--- config.mk ---
export PLATFORM = sky130hd
export DESIGN_NAME = i2c_master_top
export DESIGN_NICKNAME = d
export VERILOG_FILES = /design/src/common/i2c_pkg.sv /design/src/i2c_master/i2c_bit_timer.sv /design/src/i2c_master/i2c_bit_engine.sv /design/src/i2c_master/i2c_ctrl_fsm.sv /design/src/hdl/i2c_master_top.sv
export SDC_FILE = /design/constraint.sdc
export NUM_CORES = 1
export LEC_CHECK = 0
export ABC_AREA = 1
export BUFFER_PORTS_ARGS = -buffer_cell sky130_fd_sc_hd__buf_4
export CORE_ASPECT_RATIO = 2
export CORE_UTILIZATION = 35
export DETAILED_ROUTE_END_ITERATION = 16
export SETUP_SLACK_MARGIN = 0.4
export SYNTH_ARGS = -nofsm -noshare
export SYNTH_HDL_FRONTEND = slang
export SYNTH_SLANG_ARGS = --single-unit
export TNS_END_PERCENT = 5
--- constraint.sdc ---
create_clock -name dri_clk -period 3 [get_ports dri_clk]
set_input_delay 0.3 -clock dri_clk [delete_from_list [all_inputs] [get_ports dri_clk]]
set_output_delay 0.3 -clock dri_clk [all_outputs]
set_load 0.005 [all_outputs]
--- src/common/i2c_pkg.sv ---
// I2C master shared definitions
package i2c_pkg;

    //******************************
    // bus data types
    //******************************
    typedef logic [7:0]  byte_t;        // data or address byte on the bus
    typedef logic [6:0]  dev_addr_t;    // 7-bit device address
    typedef logic [15:0] word_addr_t;   // register address inside the device

    //******************************
    // bus timing
    //******************************
    localparam int PHASES     = 4;      // dri_clk cycles per bit slot
    localparam int BYTE_SLOTS = 9;      // 8 data bits + ack

    // one frame on the bus, issued by the control fsm
    typedef enum logic [2:0] {
        fr_start   = 3'd0,
        fr_restart = 3'd1,
        fr_tx_byte = 3'd2,
        fr_rx_ack  = 3'd3,              // receive, master acks
        fr_rx_nack = 3'd4,              // receive, last byte
        fr_stop    = 3'd5
    } frame_op_e;

    // transaction sequence
    typedef enum logic [3:0] {
        st_idle    = 4'd0,
        st_start   = 4'd1,
        st_dev_wr  = 4'd2,              // device address, R/W = 0
        st_addr_hi = 4'd3,              // only with addr_16
        st_addr_lo = 4'd4,
        st_restart = 4'd5,
        st_dev_rd  = 4'd6,              // device address, R/W = 1
        st_write   = 4'd7,
        st_read    = 4'd8,
        st_stop    = 4'd9
    } ctrl_state_e;

endpackage

--- src/i2c_master/i2c_bit_timer.sv ---
// I2C bit slot timer
`timescale 1ns/100ps

module i2c_bit_timer (
    input  logic               dri_clk,
    input  logic               rst_n,
    input  logic               frame_go,
    input  i2c_pkg::frame_op_e frame_op,
    output logic [1:0]         phase,
    output logic [3:0]         slot,
    output logic               frame_end
);

    logic       busy;
    logic [3:0] last_slot;
    logic       byte_op;

    assign byte_op = frame_op inside {i2c_pkg::fr_tx_byte, i2c_pkg::fr_rx_ack,
                                      i2c_pkg::fr_rx_nack};

    assign frame_end = busy && (phase == 2'(i2c_pkg::PHASES - 1)) && (slot == last_slot);

    // frame_go cycle is phase 0 of slot 0
    always_ff @(posedge dri_clk or negedge rst_n) begin
        if (!rst_n) begin
            busy      <= 1'b0;
            phase     <= '0;
            slot      <= '0;
            last_slot <= '0;
        end else if (frame_go) begin
            busy      <= 1'b1;
            phase     <= 2'd1;
            slot      <= '0;
            last_slot <= byte_op ? 4'(i2c_pkg::BYTE_SLOTS - 1) : 4'd0;
        end else if (frame_end) begin
            busy  <= 1'b0;
            phase <= '0;                            // hold at zero when idle
            slot  <= '0;
        end else if (busy) begin
            phase <= phase + 2'd1;
            if (phase == 2'(i2c_pkg::PHASES - 1))
                slot <= slot + 4'd1;
        end
    end

endmodule

--- src/i2c_master/i2c_bit_engine.sv ---
// I2C bit engine and line driver
`timescale 1ns/100ps

module i2c_bit_engine (
    input  logic               dri_clk,
    input  logic               rst_n,
    input  logic               frame_go,
    input  i2c_pkg::frame_op_e frame_op,
    input  i2c_pkg::byte_t     tx_byte,
    input  logic [1:0]         phase,
    input  logic [3:0]         slot,
    input  logic               frame_end,
    input  logic               sda_in,
    output logic               scl,
    output logic               sda_low,
    output i2c_pkg::byte_t     rx_byte,
    output logic               ack_nak
);

    i2c_pkg::frame_op_e op_q;
    i2c_pkg::frame_op_e op;
    i2c_pkg::byte_t     tx_sr;
    logic               busy;
    logic               active;
    logic               tx_bit;
    logic               ack_slot;
    logic               is_cond;
    logic               is_rx;

    assign active   = busy | frame_go;
    assign op       = frame_go ? frame_op : op_q;
    assign tx_bit   = frame_go ? tx_byte[7] : tx_sr[7];
    assign ack_slot = (slot == 4'(i2c_pkg::BYTE_SLOTS - 1));
    assign is_rx    = (op == i2c_pkg::fr_rx_ack) || (op == i2c_pkg::fr_rx_nack);
    assign is_cond  = op inside {i2c_pkg::fr_start, i2c_pkg::fr_restart, i2c_pkg::fr_stop};

    always_ff @(posedge dri_clk or negedge rst_n) begin
        if (!rst_n) begin
            busy <= 1'b0;
            op_q <= i2c_pkg::fr_stop;
        end else if (frame_go) begin
            busy <= 1'b1;
            op_q <= frame_op;
        end else if (frame_end) begin
            busy <= 1'b0;
        end
    end

    //******************************
    // scl / sda sequencing per slot
    //******************************
    always_ff @(posedge dri_clk or negedge rst_n) begin
        if (!rst_n) begin
            scl     <= 1'b1;                        // bus released
            sda_low <= 1'b0;
            ack_nak <= 1'b0;
        end else if (active) begin
            case (phase)
                2'd0: begin
                    scl <= (op == i2c_pkg::fr_start);   // start comes from idle, scl high
                    case (op)
                        i2c_pkg::fr_start,
                        i2c_pkg::fr_restart: sda_low <= 1'b0;
                        i2c_pkg::fr_stop:    sda_low <= 1'b1;
                        i2c_pkg::fr_tx_byte: sda_low <= ack_slot ? 1'b0 : ~tx_bit;
                        default:             sda_low <= ack_slot && (op == i2c_pkg::fr_rx_ack);
                    endcase
                end
                2'd1: scl <= 1'b1;
                2'd2: begin
                    if (is_cond)
                        sda_low <= (op != i2c_pkg::fr_stop);  // edge while scl high
                    else if (ack_slot)
                        ack_nak <= sda_in;
                end
                default: begin
                    if (op != i2c_pkg::fr_stop)
                        scl <= 1'b0;
                end
            endcase
        end
    end

    // data shifting, msb first
    always_ff @(posedge dri_clk) begin
        if (frame_go)
            tx_sr <= tx_byte;
        else if (busy && phase == 2'd3)
            tx_sr <= {tx_sr[6:0], 1'b0};
        if (busy && phase == 2'd2 && is_rx && !ack_slot)
            rx_byte <= {rx_byte[6:0], sda_in};
    end

endmodule

--- src/i2c_master/i2c_ctrl_fsm.sv ---
// I2C transaction sequencer
`timescale 1ns/100ps

module i2c_ctrl_fsm #(
    parameter int BURST_W = 4
) (
    input  logic                    dri_clk,
    input  logic                    rst_n,
    input  logic                    exec,
    input  logic                    rd,
    input  i2c_pkg::dev_addr_t      slave_addr,
    input  i2c_pkg::word_addr_t     word_addr,
    input  logic                    addr_16,
    input  logic [BURST_W-1:0]      burst_len,
    input  i2c_pkg::byte_t          wr_data,
    input  logic                    frame_end,
    input  logic                    ack_nak,
    input  i2c_pkg::byte_t          rx_byte,
    output logic                    frame_go,
    output i2c_pkg::frame_op_e      frame_op,
    output i2c_pkg::byte_t          tx_byte,
    output i2c_pkg::byte_t          rd_data,
    output logic                    byte_done,
    output logic                    done,
    output logic                    nak
);

    i2c_pkg::ctrl_state_e state;
    i2c_pkg::dev_addr_t   dev_q;
    i2c_pkg::word_addr_t  addr_q;
    logic                 rd_q;
    logic                 a16_q;
    logic [BURST_W-1:0]   len_q;
    logic [BURST_W-1:0]   cnt;                  // data bytes finished
    logic                 last_byte;
    logic                 start_req;

    assign start_req = exec && (state == i2c_pkg::st_idle);
    assign last_byte = (cnt == len_q - BURST_W'(1));

    //******************************
    // request capture
    //******************************
    always_ff @(posedge dri_clk) begin
        if (start_req) begin
            dev_q  <= slave_addr;
            addr_q <= word_addr;
            rd_q   <= rd;
            a16_q  <= addr_16;
            len_q  <= burst_len;
        end
        if (frame_end && state == i2c_pkg::st_read)
            rd_data <= rx_byte;
    end

    //******************************
    // frame sequencing
    //******************************
    always_ff @(posedge dri_clk or negedge rst_n) begin
        if (!rst_n) begin
            state     <= i2c_pkg::st_idle;
            frame_go  <= 1'b0;
            byte_done <= 1'b0;
            done      <= 1'b0;
            nak       <= 1'b0;
            cnt       <= '0;
        end else begin
            frame_go  <= 1'b0;
            byte_done <= 1'b0;
            done      <= 1'b0;
            if (start_req) begin
                state    <= i2c_pkg::st_start;
                frame_go <= 1'b1;
                nak      <= 1'b0;
                cnt      <= '0;
            end else if (frame_end) begin
                frame_go <= 1'b1;                   // next frame right after this one
                case (state)
                    i2c_pkg::st_start: state <= i2c_pkg::st_dev_wr;
                    i2c_pkg::st_dev_wr: begin
                        if (ack_nak) begin
                            nak   <= 1'b1;
                            state <= i2c_pkg::st_stop;
                        end else begin
                            state <= a16_q ? i2c_pkg::st_addr_hi : i2c_pkg::st_addr_lo;
                        end
                    end
                    i2c_pkg::st_addr_hi: begin
                        nak   <= ack_nak;
                        state <= ack_nak ? i2c_pkg::st_stop : i2c_pkg::st_addr_lo;
                    end
                    i2c_pkg::st_addr_lo: begin
                        if (ack_nak) begin
                            nak   <= 1'b1;
                            state <= i2c_pkg::st_stop;
                        end else begin
                            state <= rd_q ? i2c_pkg::st_restart : i2c_pkg::st_write;
                        end
                    end
                    i2c_pkg::st_restart: state <= i2c_pkg::st_dev_rd;
                    i2c_pkg::st_dev_rd: begin
                        nak   <= ack_nak;
                        state <= ack_nak ? i2c_pkg::st_stop : i2c_pkg::st_read;
                    end
                    i2c_pkg::st_write: begin
                        if (ack_nak) begin
                            nak   <= 1'b1;              // abort, byte not counted
                            state <= i2c_pkg::st_stop;
                        end else begin
                            byte_done <= 1'b1;
                            cnt       <= cnt + BURST_W'(1);
                            if (last_byte)
                                state <= i2c_pkg::st_stop;
                        end
                    end
                    i2c_pkg::st_read: begin
                        byte_done <= 1'b1;
                        cnt       <= cnt + BURST_W'(1);
                        if (last_byte)
                            state <= i2c_pkg::st_stop;
                    end
                    i2c_pkg::st_stop: begin
                        frame_go <= 1'b0;
                        done     <= 1'b1;
                        state    <= i2c_pkg::st_idle;
                    end
                    default: begin
                        frame_go <= 1'b0;
                        state    <= i2c_pkg::st_idle;
                    end
                endcase
            end
        end
    end

    // op and byte decode from state, taken by the bit blocks on frame_go
    always_comb begin
        case (state)
            i2c_pkg::st_start:   frame_op = i2c_pkg::fr_start;
            i2c_pkg::st_restart: frame_op = i2c_pkg::fr_restart;
            i2c_pkg::st_stop:    frame_op = i2c_pkg::fr_stop;
            i2c_pkg::st_read:    frame_op = last_byte ? i2c_pkg::fr_rx_nack : i2c_pkg::fr_rx_ack;
            default:             frame_op = i2c_pkg::fr_tx_byte;
        endcase
    end

    // wr_data is taken in the frame_go cycle, which is also the byte_done of the byte before
    always_comb begin
        case (state)
            i2c_pkg::st_dev_wr:  tx_byte = {dev_q, 1'b0};
            i2c_pkg::st_dev_rd:  tx_byte = {dev_q, 1'b1};
            i2c_pkg::st_addr_hi: tx_byte = addr_q[15:8];
            i2c_pkg::st_addr_lo: tx_byte = addr_q[7:0];
            i2c_pkg::st_write:   tx_byte = wr_data;
            default:             tx_byte = '0;
        endcase
    end

endmodule

--- src/hdl/i2c_master_top.sv ---
// I2C burst master top level
`timescale 1ns/100ps

module i2c_master_top #(
    parameter int BURST_W = 4
) (
    input  logic                dri_clk,
    input  logic                rst_n,
    input  logic                exec,
    input  logic                rd,
    input  i2c_pkg::dev_addr_t  slave_addr,
    input  i2c_pkg::word_addr_t word_addr,
    input  logic                addr_16,
    input  logic [BURST_W-1:0]  burst_len,
    input  i2c_pkg::byte_t      wr_data,
    input  logic                sda_in,
    output i2c_pkg::byte_t      rd_data,
    output logic                byte_done,
    output logic                done,
    output logic                nak,
    output logic                scl,
    output logic                sda_low
);

    logic               frame_go;
    logic               frame_end;
    logic               ack_nak;
    logic [1:0]         phase;
    logic [3:0]         slot;
    i2c_pkg::frame_op_e frame_op;
    i2c_pkg::byte_t     tx_byte;
    i2c_pkg::byte_t     rx_byte;

    i2c_ctrl_fsm #(
        .BURST_W    (BURST_W)
    ) u_ctrl (
        .dri_clk    (dri_clk),
        .rst_n      (rst_n),
        .exec       (exec),
        .rd         (rd),
        .slave_addr (slave_addr),
        .word_addr  (word_addr),
        .addr_16    (addr_16),
        .burst_len  (burst_len),
        .wr_data    (wr_data),
        .frame_end  (frame_end),
        .ack_nak    (ack_nak),
        .rx_byte    (rx_byte),
        .frame_go   (frame_go),
        .frame_op   (frame_op),
        .tx_byte    (tx_byte),
        .rd_data    (rd_data),
        .byte_done  (byte_done),
        .done       (done),
        .nak        (nak)
    );

    i2c_bit_timer u_timer (
        .dri_clk    (dri_clk),
        .rst_n      (rst_n),
        .frame_go   (frame_go),
        .frame_op   (frame_op),
        .phase      (phase),
        .slot       (slot),
        .frame_end  (frame_end)
    );

    i2c_bit_engine u_engine (
        .dri_clk    (dri_clk),
        .rst_n      (rst_n),
        .frame_go   (frame_go),
        .frame_op   (frame_op),
        .tx_byte    (tx_byte),
        .phase      (phase),
        .slot       (slot),
        .frame_end  (frame_end),
        .sda_in     (sda_in),
        .scl        (scl),
        .sda_low    (sda_low),
        .rx_byte    (rx_byte),
        .ack_nak    (ack_nak)
    );

endmodule

==> results of run 1 <==
[through the flow]
stage	setup slack (ps)	power [uW]	util
final	702	4030	0.456
after global routing	404	4310	0.456
after CTS	675	4070	0.456
after detailed placement	677	2870	0.422
after global placement	752	2850	0.422
after floorplan	725	2490	-
[cells by family after synthesis]
| group | count (synthesis) | synth area share |
|---|---|---|
| AOI/OAI and AO/OA | 54 | 0.0982 |
| xor gates and xnor gates | 3 | 0.00742 |
| and+or+nand+nor | 149 | 0.182 |
| buffers and inverters | 45 | 0.0502 |
| adders and majority gates | 8 | 0.0283 |
| DFF | 79 | 0.634 |
[layer usage]
metal	part of all wire	vias up	routed length (um)	global-route usage
met5	0	-	0	0
met4	0.050	0	371	0.108
met3	0.031	21	229	0.0355
met2	0.57	70	4200	0.293
met1	0.35	1177	2630	0.148
li1	-	1285	-	-
[synth_stat cells]
library cell / n / share of area
nand2_1: 77 / 0.082
edfxtp_1: 53 / 0.45
inv_1: 36 / 0.038
nor2_1: 35 / 0.037
dfrtp_1: 23 / 0.16
nand3_1: 15 / 0.021
o21ai_0: 14 / 0.020
a21oi_1: 10 / 0.014
ha_1: 8 / 0.028
a221oi_1: 6 / 0.015
nor3_1: 6 / 0.0085
a22o_1: 4 / 0.0099
a31oi_1: 4 / 0.0071
inv_2: 4 / 0.0042
nand2_2: 4 / 0.0071
clkbuf_1: 3 / 0.0032
dfstp_2: 3 / 0.022
o21ai_1: 3 / 0.0042
o31ai_1: 3 / 0.0064
or2_2: 3 / 0.0053
a211oi_1: 2 / 0.0042
nand3_2: 2 / 0.0057
nor2_2: 2 / 0.0035
o22ai_1: 2 / 0.0035
xnor2_1: 2 / 0.0049
a21o_1: 1 / 0.0021
a31o_1: 1 / 0.0025
and3_1: 1 / 0.0018
buf_2: 1 / 0.0014
buf_6: 1 / 0.0032
nand4_1: 1 / 0.0018
nand4_2: 1 / 0.0035
nor2_4: 1 / 0.0032
o211ai_1: 1 / 0.0021
o21a_2: 1 / 0.0025
o21ai_2: 1 / 0.0025
o221ai_1: 1 / 0.0025
or2_0: 1 / 0.0018
xor2_1: 1 / 0.0025
[cell type report]
cell class                      count  area [um2]
Fill cell                         920        5310
Sequential cell                    79        2250
Multi-Input combinational cell    214        1120
Timing Repair Buffer               59         445
Clock buffer                       10         239
Tap cell                          132         165
Inverter                           40         150
Clock inverter                      6        92.6
[power groups by stage]
stage                     Sequential (uW)  Combinational (uW)  Clock [uW]
after floorplan                      1600                 894           0
after global placement               1640                1210           0
after detailed placement             1640                1220           0
after CTS                            1620                1230        1210
after global routing                 1650                1400        1260
final                                1620                1220        1180
[registers in the layout (all words and copies together) (netlist names), 2 cells and up]
name and count:
u_ctrl.cnt 4, u_engine.op_q 3, u_engine.tx_sr 8, u_ctrl.len_q 4
u_ctrl.dev_q 7, u_ctrl.state 4, u_timer.slot 4, u_timer.phase 2
u_ctrl.addr_q 16, u_ctrl.rd_data 8, u_engine.rx_byte 8
[worst max-delay path by stage]
stage / endpoint / cells past startpoint
after floorplan: u_engine.rx_byte[0] / 13
after global placement: u_engine.rx_byte[0] / 14
after detailed placement: u_engine.rx_byte[0] / 14
after CTS: u_engine.rx_byte[6] / 14
after global routing: u_engine.rx_byte[6] / 14
final: u_engine.rx_byte[4] / 14
==> flow_summary_export.csv, run 1 <==
group,metric,value,unit
critical_path,worstReg2RegEnd,"u_engine.rx_byte[4]",
placement,hpwl,5.68,mm
clock_network,cts_setup_buffers,0,
clock_network,clk_latency,330,ps
critical_path,crit_path_cell_trace,"inv_1, ha_1, or2_0, nand3_1, nor2_1, nand2_1, nand2_2, nand3_1, nand2_2, nand2_1, nor2_1, a21oi_1, nor2_1, buf_4",
sta,slew_headroom,0.675,
worst_hold_path,hold_path.class,"input pin to register",
run_status,status,"finished, final reports clean",
grt,grt_pass1_vias,2642,
layout,fin_area,4460,um2
placement,placedInstanceArea,4120,um2
clock_network,cts_buffer_depth,2,
sta,skew,6.63,ps
sta,min_period,2300,ps
floorplan,die-area,10600,um2
clock_network,cts.clk_slew.worst_paths,60,ps
clock_network,cts.sinks,79,
critical_path,startpoint,"u_ctrl.len_q[0]",
critical_path,slowest_stage,"edfxtp_1",
power_and_ir_drop,p_sw_frac,0.337,
critical_path,crit_arrival,2340,ps
sta,maxSlewViolCount,0,
critical_path,worst-path-buf-inv,2,
route,drc,0,
sta,whs,138,ps
power_and_ir_drop,pwr-share-comb,0.303,
clock_network,cts_tree,"yes",
floorplan,pin_count,54,
grt,grt_use_total,0.158,
power_and_ir_drop,power_density,904,nW/um2
synth,synth_cells,338,
floorplan,fp.dieH,144,um
sta,worst_slew_pin_slew,487,ps
route,routed_wl,7.42,mm
synth,synth_cell_types,39,
layout,instances_no_fill,540,
layout,drive_above_1_share,0.235,
layout,final_common_cell,"nand2_1",
route,via_count,2553,
layout,nets,452,
critical_path,cp_max_fo,8,
power_and_ir_drop,internal_power,2670,uW
critical_path,ff2ff_setup_slack,700,ps
route,firstDrtPassIters,4,
clock_network,numCtsBuffers,9,
power_and_ir_drop,power_switching,1360,uW
critical_path,crit_family,"simple AND/OR/NAND/NOR gates",
placement,dp.cells,523,
route,wire_per_inst,13.7,um
grt,grt_max_degree,30,
critical_path,cp_common_cell,"nor2_1",
clock_network,cts_hold_buffers,1,
placement,place_congestion,0.912,
sta,tns,0,ps
layout,area_growth,25.8,%
synth,synth_area_per_cell,10.5,um2
synth,ys_warn_count,0,
synth,synth-seq-cells,79,
sta,rsz0062_at_grt,"no",
synth,yosysSeqAreaShare,0.634,
floorplan,num_rows,51,
critical_path,criticalPathCategory,"register to register",
grt,antenna_found_initial,0,
critical_path,startpoint_type,"register",
power_and_ir_drop,clkPwrFrac,0.294,
power_and_ir_drop,vdd_drop_max,0.677,mV
sta,setup-violations-final,0,
sta,fin_crit_sh,0.766,
floorplan,core_area,9760,um2
power_and_ir_drop,power_leakage,0.00195,uW
critical_path,crit_required,3040,ps
route,vias_per_cell,4.73,
route,drtIter0Drc,125,
synth,synth_nets,387,
clock_network,cts-resized-gates,0,
sta,finalHoldViolCount,0,
power_and_ir_drop,p_seq_frac,0.403,
placement,port_buffers,53,
grt,overflow,0,
floorplan,start_util,0.363,
layout,mostFrequentLayoutCells,"77 x nand2_1, 58 x buf_4, 53 x edfxtp_1, 36 x inv_1, 35 x nor2_1",
critical_path,cp-end-kind,"register",
sta,fmax,435,MHz
synth,syn-cell-area,3540,um2
worst_hold_path,whs_endpoint,"u_ctrl.addr_q[5]",
critical_path,worstRegToRegCells,14,
clock_network,cts_root_buffer,"clkbuf_16",
worst_hold_path,min_from,"word_addr[5]",
route,drtAntennaViolNets,0,
layout,n_antenna_cell,0,
floorplan,die_x,73.1,um
run,maxCapViolCount,0,
grt,grt_pass1_wl,12.1,mm
worst_hold_path,whs_path_depth,1,
critical_path,critical_path.max_stage_delay,340,ps
clock_network,htreeDepth,3,
critical_path,regToRegStartpoint,"u_ctrl.len_q[0]",
(Power assumes the default switching activity.)
==> run 2: changes to the inputs <==
--- a/config.mk
+++ b/config.mk
@@ -5,7 +5,7 @@
 export SDC_FILE = /design/constraint.sdc
 export NUM_CORES = 1
 export LEC_CHECK = 0
-export ABC_AREA = 1
+export ABC_AREA = 0
 export BUFFER_PORTS_ARGS = -buffer_cell sky130_fd_sc_hd__buf_4
 export CORE_ASPECT_RATIO = 2
 export CORE_UTILIZATION = 35
==> constraint.sdc (replaced) <==
create_clock -name dri_clk -period 2.36 [get_ports dri_clk]
set_input_delay 0.236 -clock dri_clk [delete_from_list [all_inputs] [get_ports dri_clk]]
set_output_delay 0.236 -clock dri_clk [all_outputs]
set_load 0.005 [all_outputs]
==> run 2 against run 1 <==
Hold slack got worse by 71 ps. Clock skew increased by 0.51 ps. Maximum frequency increased by 5.5%. Sequential power increased by 25%. Largest cell class unchanged. Worst setup slack got worse by 520 ps. Flip-flop and latch count unchanged. Register-to-register slack got worse by 520 ps.
==> flow_summary_export.csv, run 2 <==
group,metric,value,unit
synth,synthAdderAreaFrac,0.0275,
sta,setup-violations-final,0,
critical_path,crit_family,"simple AND/OR/NAND/NOR gates",
sta,tns,0,ps
placement,hpwl,5.93,mm
route,via_count,2590,
layout,n_antenna_cell,0,
synth,yosysSeqAreaShare,0.617,
power_and_ir_drop,internal_power,3490,uW
synth,synth_top_area_frac,0.438,
route,wire_per_inst,15.2,um
clock_network,numCtsBuffers,9,
clock_network,cts_root_buffer,"clkbuf_16",
layout,largest-register,"u_ctrl.addr_q",
sta,skew,7.14,ps
layout,drive_above_1_share,0.308,
layout,final_util,0.469,
critical_path,startpoint_type,"register",
route,drc,0,
synth,synth_common_cells,"53 x edfxtp_1, 34 x nor2_1, 23 x dfrtp_1",
sta,min_period,2180,ps
synth,synth_cells,303,
grt,grt_pass1_wl,13.2,mm
clock_network,cts_tree,"yes",
synth,synth_area_leaders,"edfxtp_1 44%, dfrtp_1 16%, nor2_1 3.5%",
run_status,status,"finished, final reports clean",
synth,ys_warn_count,0,
clock_network,clk_latency,340,ps
floorplan,fp.dieH,146,um
grt,grt_use_total,0.166,
critical_path,slowest_stage,"edfxtp_1",
sta,fmax,459,MHz
grt,grt_pass1_vias,2718,
sta,finalHoldViolCount,0,
power_and_ir_drop,vdd_drop_max,0.493,mV
floorplan,core_area,10100,um2
synth,synth_most_common_cell,"edfxtp_1",
synth,syn-cell-area,3640,um2
critical_path,cp_max_fo,6,
synth,synthFlopType,"edfxtp_1",
clock_network,cts_buffer_depth,2,
route,vias_per_cell,5.00,
grt,antenna_found_initial,0,
critical_path,crit_path_cell_trace,"inv_2, ha_4, xor2_1, nand2_1, nor3_4, a31oi_4, buf_6, nand3_2, mux2_4, o32a_1",
placement,port_buffers,53,
power_and_ir_drop,power_density,1110,nW/um2
floorplan,num_rows,52,
route,drtIter0Drc,122,
power_and_ir_drop,p_seq_frac,0.387,
synth,yosys.area_share.simple,0.132,
clock_network,cts.clk_slew.worst_paths,60,ps
route,drtAntennaViolNets,0,
critical_path,cp-end-kind,"register",
placement,place_congestion,0.859,
grt,overflow,0,
run,maxCapViolCount,0,
power_and_ir_drop,power_leakage,0.00187,uW
clock_network,cts.sinks,79,
floorplan,pin_count,54,
synth,synth_cell_types,53,
synth,yosys.area.top_type,"edfxtp_1",
route,firstDrtPassIters,4,
power_and_ir_drop,p_sw_frac,0.334,
worst_hold_path,hold_path.class,"input pin to register",
power_and_ir_drop,power_switching,1750,uW
clock_network,htreeDepth,3,
synth,synth_compound_area_frac,0.128,
sta,whs,66.9,ps
critical_path,worst-path-buf-inv,2,
power_and_ir_drop,pwr-share-comb,0.345,
layout,final_common_cell,"buf_4",
layout,mostFrequentLayoutCells,"76 x buf_4, 53 x edfxtp_1, 31 x nor2_1, 23 x dfrtp_1, 22 x nand2_1",
power_and_ir_drop,clkPwrFrac,0.268,
grt,grt_max_degree,29,
synth,yosys-mux-area-fraction,0.0292,
synth,synth_area_per_cell,12.0,um2
sta,fin_crit_sh,0.923,
critical_path,criticalPathCategory,"register to register",
sta,maxSlewViolCount,0,
route,routed_wl,7.90,mm
floorplan,die-area,10800,um2
layout,area_growth,29.9,%
synth,synth_top_family_by_area,"simple AND/OR/NAND/NOR gates",
sta,slew_headroom,0.687,
critical_path,crit_required,2580,ps
floorplan,start_util,0.361,
layout,largest_reg_flops,16,
critical_path,crit_arrival,2400,ps
sta,rsz0062_at_grt,"yes",
synth,synth_nets,352,
sta,worst_slew_pin_slew,464,ps
synth,async_flop_share,0.329,
layout,nets,427,
floorplan,die_x,74.1,um
synth,yosys.area_share.xor_xnor,0.0313,
synth,synth_edf_count,53,
critical_path,critical_path.max_stage_delay,360,ps
synth,synth-seq-cells,79,
## run 2: changes by cell type in the layout (fill, tap and decap cells not counted), moves of 7 or more
cell and change:
nand2_1 -55, inv_1 -25, buf_4 +18, nand3_1 -10, mux2i_1 +8, a22oi_1 +7
nor2b_1 +7
## run 2: layout make-up
cell class / count / area, um2
clock inverters: 6 / 68.8
repair buffers: 79 / 603
fillers: 937 / 5360
multi-input cells: 194 / 1340
well taps: 135 / 169
clock buffers: 10 / 239
flip-flops and latches: 79 / 2250
inverters: 15 / 56.3
## run 2: layer usage
layer  vias to the layer above  track usage  part of all wire
li1                       1252            -                 -
met1                      1246        0.161              0.35
met2                        74        0.309              0.58
met3                        18       0.0407             0.036
met4                         0       0.0817             0.036
met5                         -            0                 0
## run 2: cell families after synthesis
logic type / after synthesis
AO/OA/AOI/OAI: 66
XOR/XNOR: 13
adder cells (fa/ha/maj): 8
buffers and inverters: 30
flip-flops: 79
multiplexers: 10
AND/OR/NAND/NOR: 97
## run 2: final timing paths
kind,start,to,slack [ps],cells after the start
setup / recovery,u_ctrl.len_q[0],u_engine.sda_low,180,10
hold / removal,word_addr[13],u_ctrl.addr_q[13],70,1
setup reg to reg,u_ctrl.len_q[0],u_engine.sda_low,180,10
hold reg to reg,u_engine.rx_byte[7],u_ctrl.rd_data[7],430,0
max in group asynchronous,rst_n,u_engine.op_q[2],1690,2
min in group asynchronous,rst_n,u_timer.slot[0],350,2
## run 2: stage by stage
stage	instance area (um2)	std cells	total power [uW]	setup slack (ps)
after floorplan	3640	303	3150	123
after global placement	4300	497	3700	49.1
after detailed placement	4300	497	3730	-110
after CTS	4700	518	5260	164
after global routing	4730	518	5560	40.4
final	4730	518	5240	181
## run 2: worst reg2reg max path, stage by stage, from the launching register on
cell      delay (ps)
edfxtp_1         360
inv_2             50
ha_4             250
xor2_1           130
nand2_1          120
nor3_4           330
a31oi_4          130
buf_6            170
nand3_2           70
mux2_4           290
o32a_1           150
## run 2: timing repair
action,CTS,global route
pin swaps,7,9
resized for setup,10,6
hold buffers,1,0
setup buffers,4,0
hold endpoints to repair,23,0
endpoints found under the setup margin,20,35
gates cloned,0,0
## run 2: power groups by stage
stage	sequential [uW]	combinational, uW	clock, uW
after floorplan	1980	1170	0
after global placement	2040	1650	0
after detailed placement	2050	1680	0
after CTS	2030	1790	1430
after global routing	2060	2010	1490
final	2030	1810	1410
==> run 3: changes to the inputs <==
--- a/config.mk
+++ b/config.mk
@@ -5,11 +5,13 @@
 export SDC_FILE = /design/constraint.sdc
 export NUM_CORES = 1
 export LEC_CHECK = 0
-export ABC_AREA = 0
+export ABC_AREA = 1
 export BUFFER_PORTS_ARGS = -buffer_cell sky130_fd_sc_hd__buf_4
 export CORE_ASPECT_RATIO = 2
+export CORE_MARGIN = 1.5
 export CORE_UTILIZATION = 35
 export DETAILED_ROUTE_END_ITERATION = 16
+export GPL_ROUTABILITY_DRIVEN = 1
 export SETUP_SLACK_MARGIN = 0.4
 export SYNTH_ARGS = -nofsm -noshare
 export SYNTH_HDL_FRONTEND = slang
==> run 3 against run 2 <==
Final cell count up 8.3%. Hold slack better by 3.7 ps. Global-route usage down 0.95 points. Sequential share of layout area down 0.075 points. Clock power up 4%. Design area up 0.16%. Clock skew down 1.3 ps. Via count up 3.4%. Combinational power up 9%. Non-clock buffer count up 1.
==> flow_summary_export.csv, run 3 (same netlist as run 1, synthesis figures left out) <==
group,metric,value,unit
placement,place_congestion,0.908,
floorplan,pin_count,54,
sta,slew_headroom,0.677,
clock_network,cts_root_buffer,"clkbuf_16",
layout,area_growth,33.6,%
layout,fill_cells,901,
grt,overflow,0,
layout,multi_input_area,1230,um2
clock_network,cts_tree,"yes",
critical_path,crit_arrival,2160,ps
floorplan,die_x,74.1,um
floorplan,num_rows,51,
sta,setup-violations-final,0,
route,drtIter0Drc,87,
layout,largest_reg_flops,16,
run_status,status,"finished, final reports clean",
critical_path,cp_max_fo,8,
clock_network,cts_buffer_depth,2,
power_and_ir_drop,finalPower,5520,uW
clock_network,htreeDepth,3,
route,routed_wl,7.74,mm
floorplan,fp.dieH,145,um
layout,nets,473,
layout,n_antenna_cell,0,
route,vias_per_cell,4.78,
critical_path,criticalPathCategory,"register to register",
sta,tns,0,ps
sta,maxSlewViolCount,0,
power_and_ir_drop,power_leakage,0.00207,uW
sta,finalHoldViolCount,0,
floorplan,core_area,9760,um2
sta,worst_slew_pin_slew,484,ps
floorplan,start_util,0.363,
route,drtAntennaViolNets,0,
placement,port_buffers,53,
placement,hpwl,5.67,mm
clock_network,clk_latency,340,ps
critical_path,startpoint_type,"register",
sta,fmax,467,MHz
critical_path,crit_required,2380,ps
grt,antenna_found_initial,0,
grt,grt_pass1_vias,2705,
power_and_ir_drop,power_density,1170,nW/um2
sta,skew,5.88,ps
layout,final_common_cell,"buf_4",
sta,min_period,2140,ps
sta,fin_crit_sh,0.907,
route,drc,0,
layout,largest-register,"u_ctrl.addr_q",
clock_network,numCtsBuffers,9,
placement,dp_slack,100,ps
floorplan,die-area,10800,um2
power_and_ir_drop,vdd_drop_max,0.616,mV
grt,grt_use_total,0.157,
run,maxCapViolCount,0,
layout,drive_above_1_share,0.326,
grt,grt_pass1_wl,12.5,mm
route,via_count,2679,
layout,mostFrequentLayoutCells,"74 x buf_4, 69 x nand2_1, 53 x edfxtp_1, 31 x inv_1, 30 x nor2_1",
clock_network,cts.sinks,79,
sta,rsz0062_at_grt,"yes",
critical_path,cp-end-kind,"register",
worst_hold_path,hold_path.class,"input pin to register",
clock_network,cts.clk_slew.worst_paths,60,ps
route,wire_per_inst,13.8,um
route,firstDrtPassIters,4,
layout,area.sequential,2250,um2
sta,final.setup.worst_slack,220,ps
grt,grt_max_degree,30,
==> run 3: final timing paths <==
check | from | to | slack [ps] | cells past startpoint
max in group asynchronous | rst_n | u_engine.op_q[0] | 1670 | 2
hold / removal | word_addr[13] | u_ctrl.addr_q[13] | 70 | 1
setup reg to reg | u_ctrl.len_q[0] | u_engine.rx_byte[2] | 220 | 13
hold reg to reg | u_engine.rx_byte[7] | u_ctrl.rd_data[7] | 420 | 0
min in group asynchronous | rst_n | u_ctrl.cnt[2] | 360 | 2
setup / recovery | u_ctrl.len_q[0] | u_engine.rx_byte[2] | 220 | 13
==> run 3: final cells by class <==
class                   instances  area share
multi-input cells             214       0.259
inverters                      40      0.0322
well taps                     132      0.0349
repair buffers                 80       0.131
flip-flops and latches         79       0.474
clock buffers                   9      0.0476
clock inverters                 7      0.0201
==> run 3: power breakdown <==
group | switching (uW) | internal, uW
combinational | 1170 | 807
clock | 546 | 929
sequential | 180 | 1890
==> run 3: timing repair <==
item,CTS,global route
cloned,0,0
setup buffers,17,3
resized for setup,10,16
pin swaps,10,6
hold endpoints to repair,23,0
setup endpoints to repair,39,50
hold buffers,1,0
==> run 3: worst max-delay path: stages, from the launching register on <==
cell and delay [ps]:
edfxtp_1 390, inv_2 90, ha_4 200, or2_0 230, nand3_2 100, nor2_4 40, nand2_2 80, nand2_4 70
nand3_4 80, nand2_4 80, buf_6 120, inv_4 50, a21oi_2 60, nor2_4 220
==> run 3: through the flow <==
step	util	instance area [um2]	std cells	hold WS [ps]
detailed placement	0.427	4160	524	177
global route	0.485	4730	561	56.0
CTS	0.476	4650	558	58.3
finish	0.485	4730	561	70.7
floorplan	-	3580	338	-59.6
global placement	0.427	4160	524	176
==> run 3: routing by layer <==
layer	global-route usage	routed length, um	vias to the layer above
met5	0	0	-
met4	0.106	461	0
met3	0.0417	283	35
met2	0.273	4250	80
met1	0.151	2740	1232
li1	-	-	1332
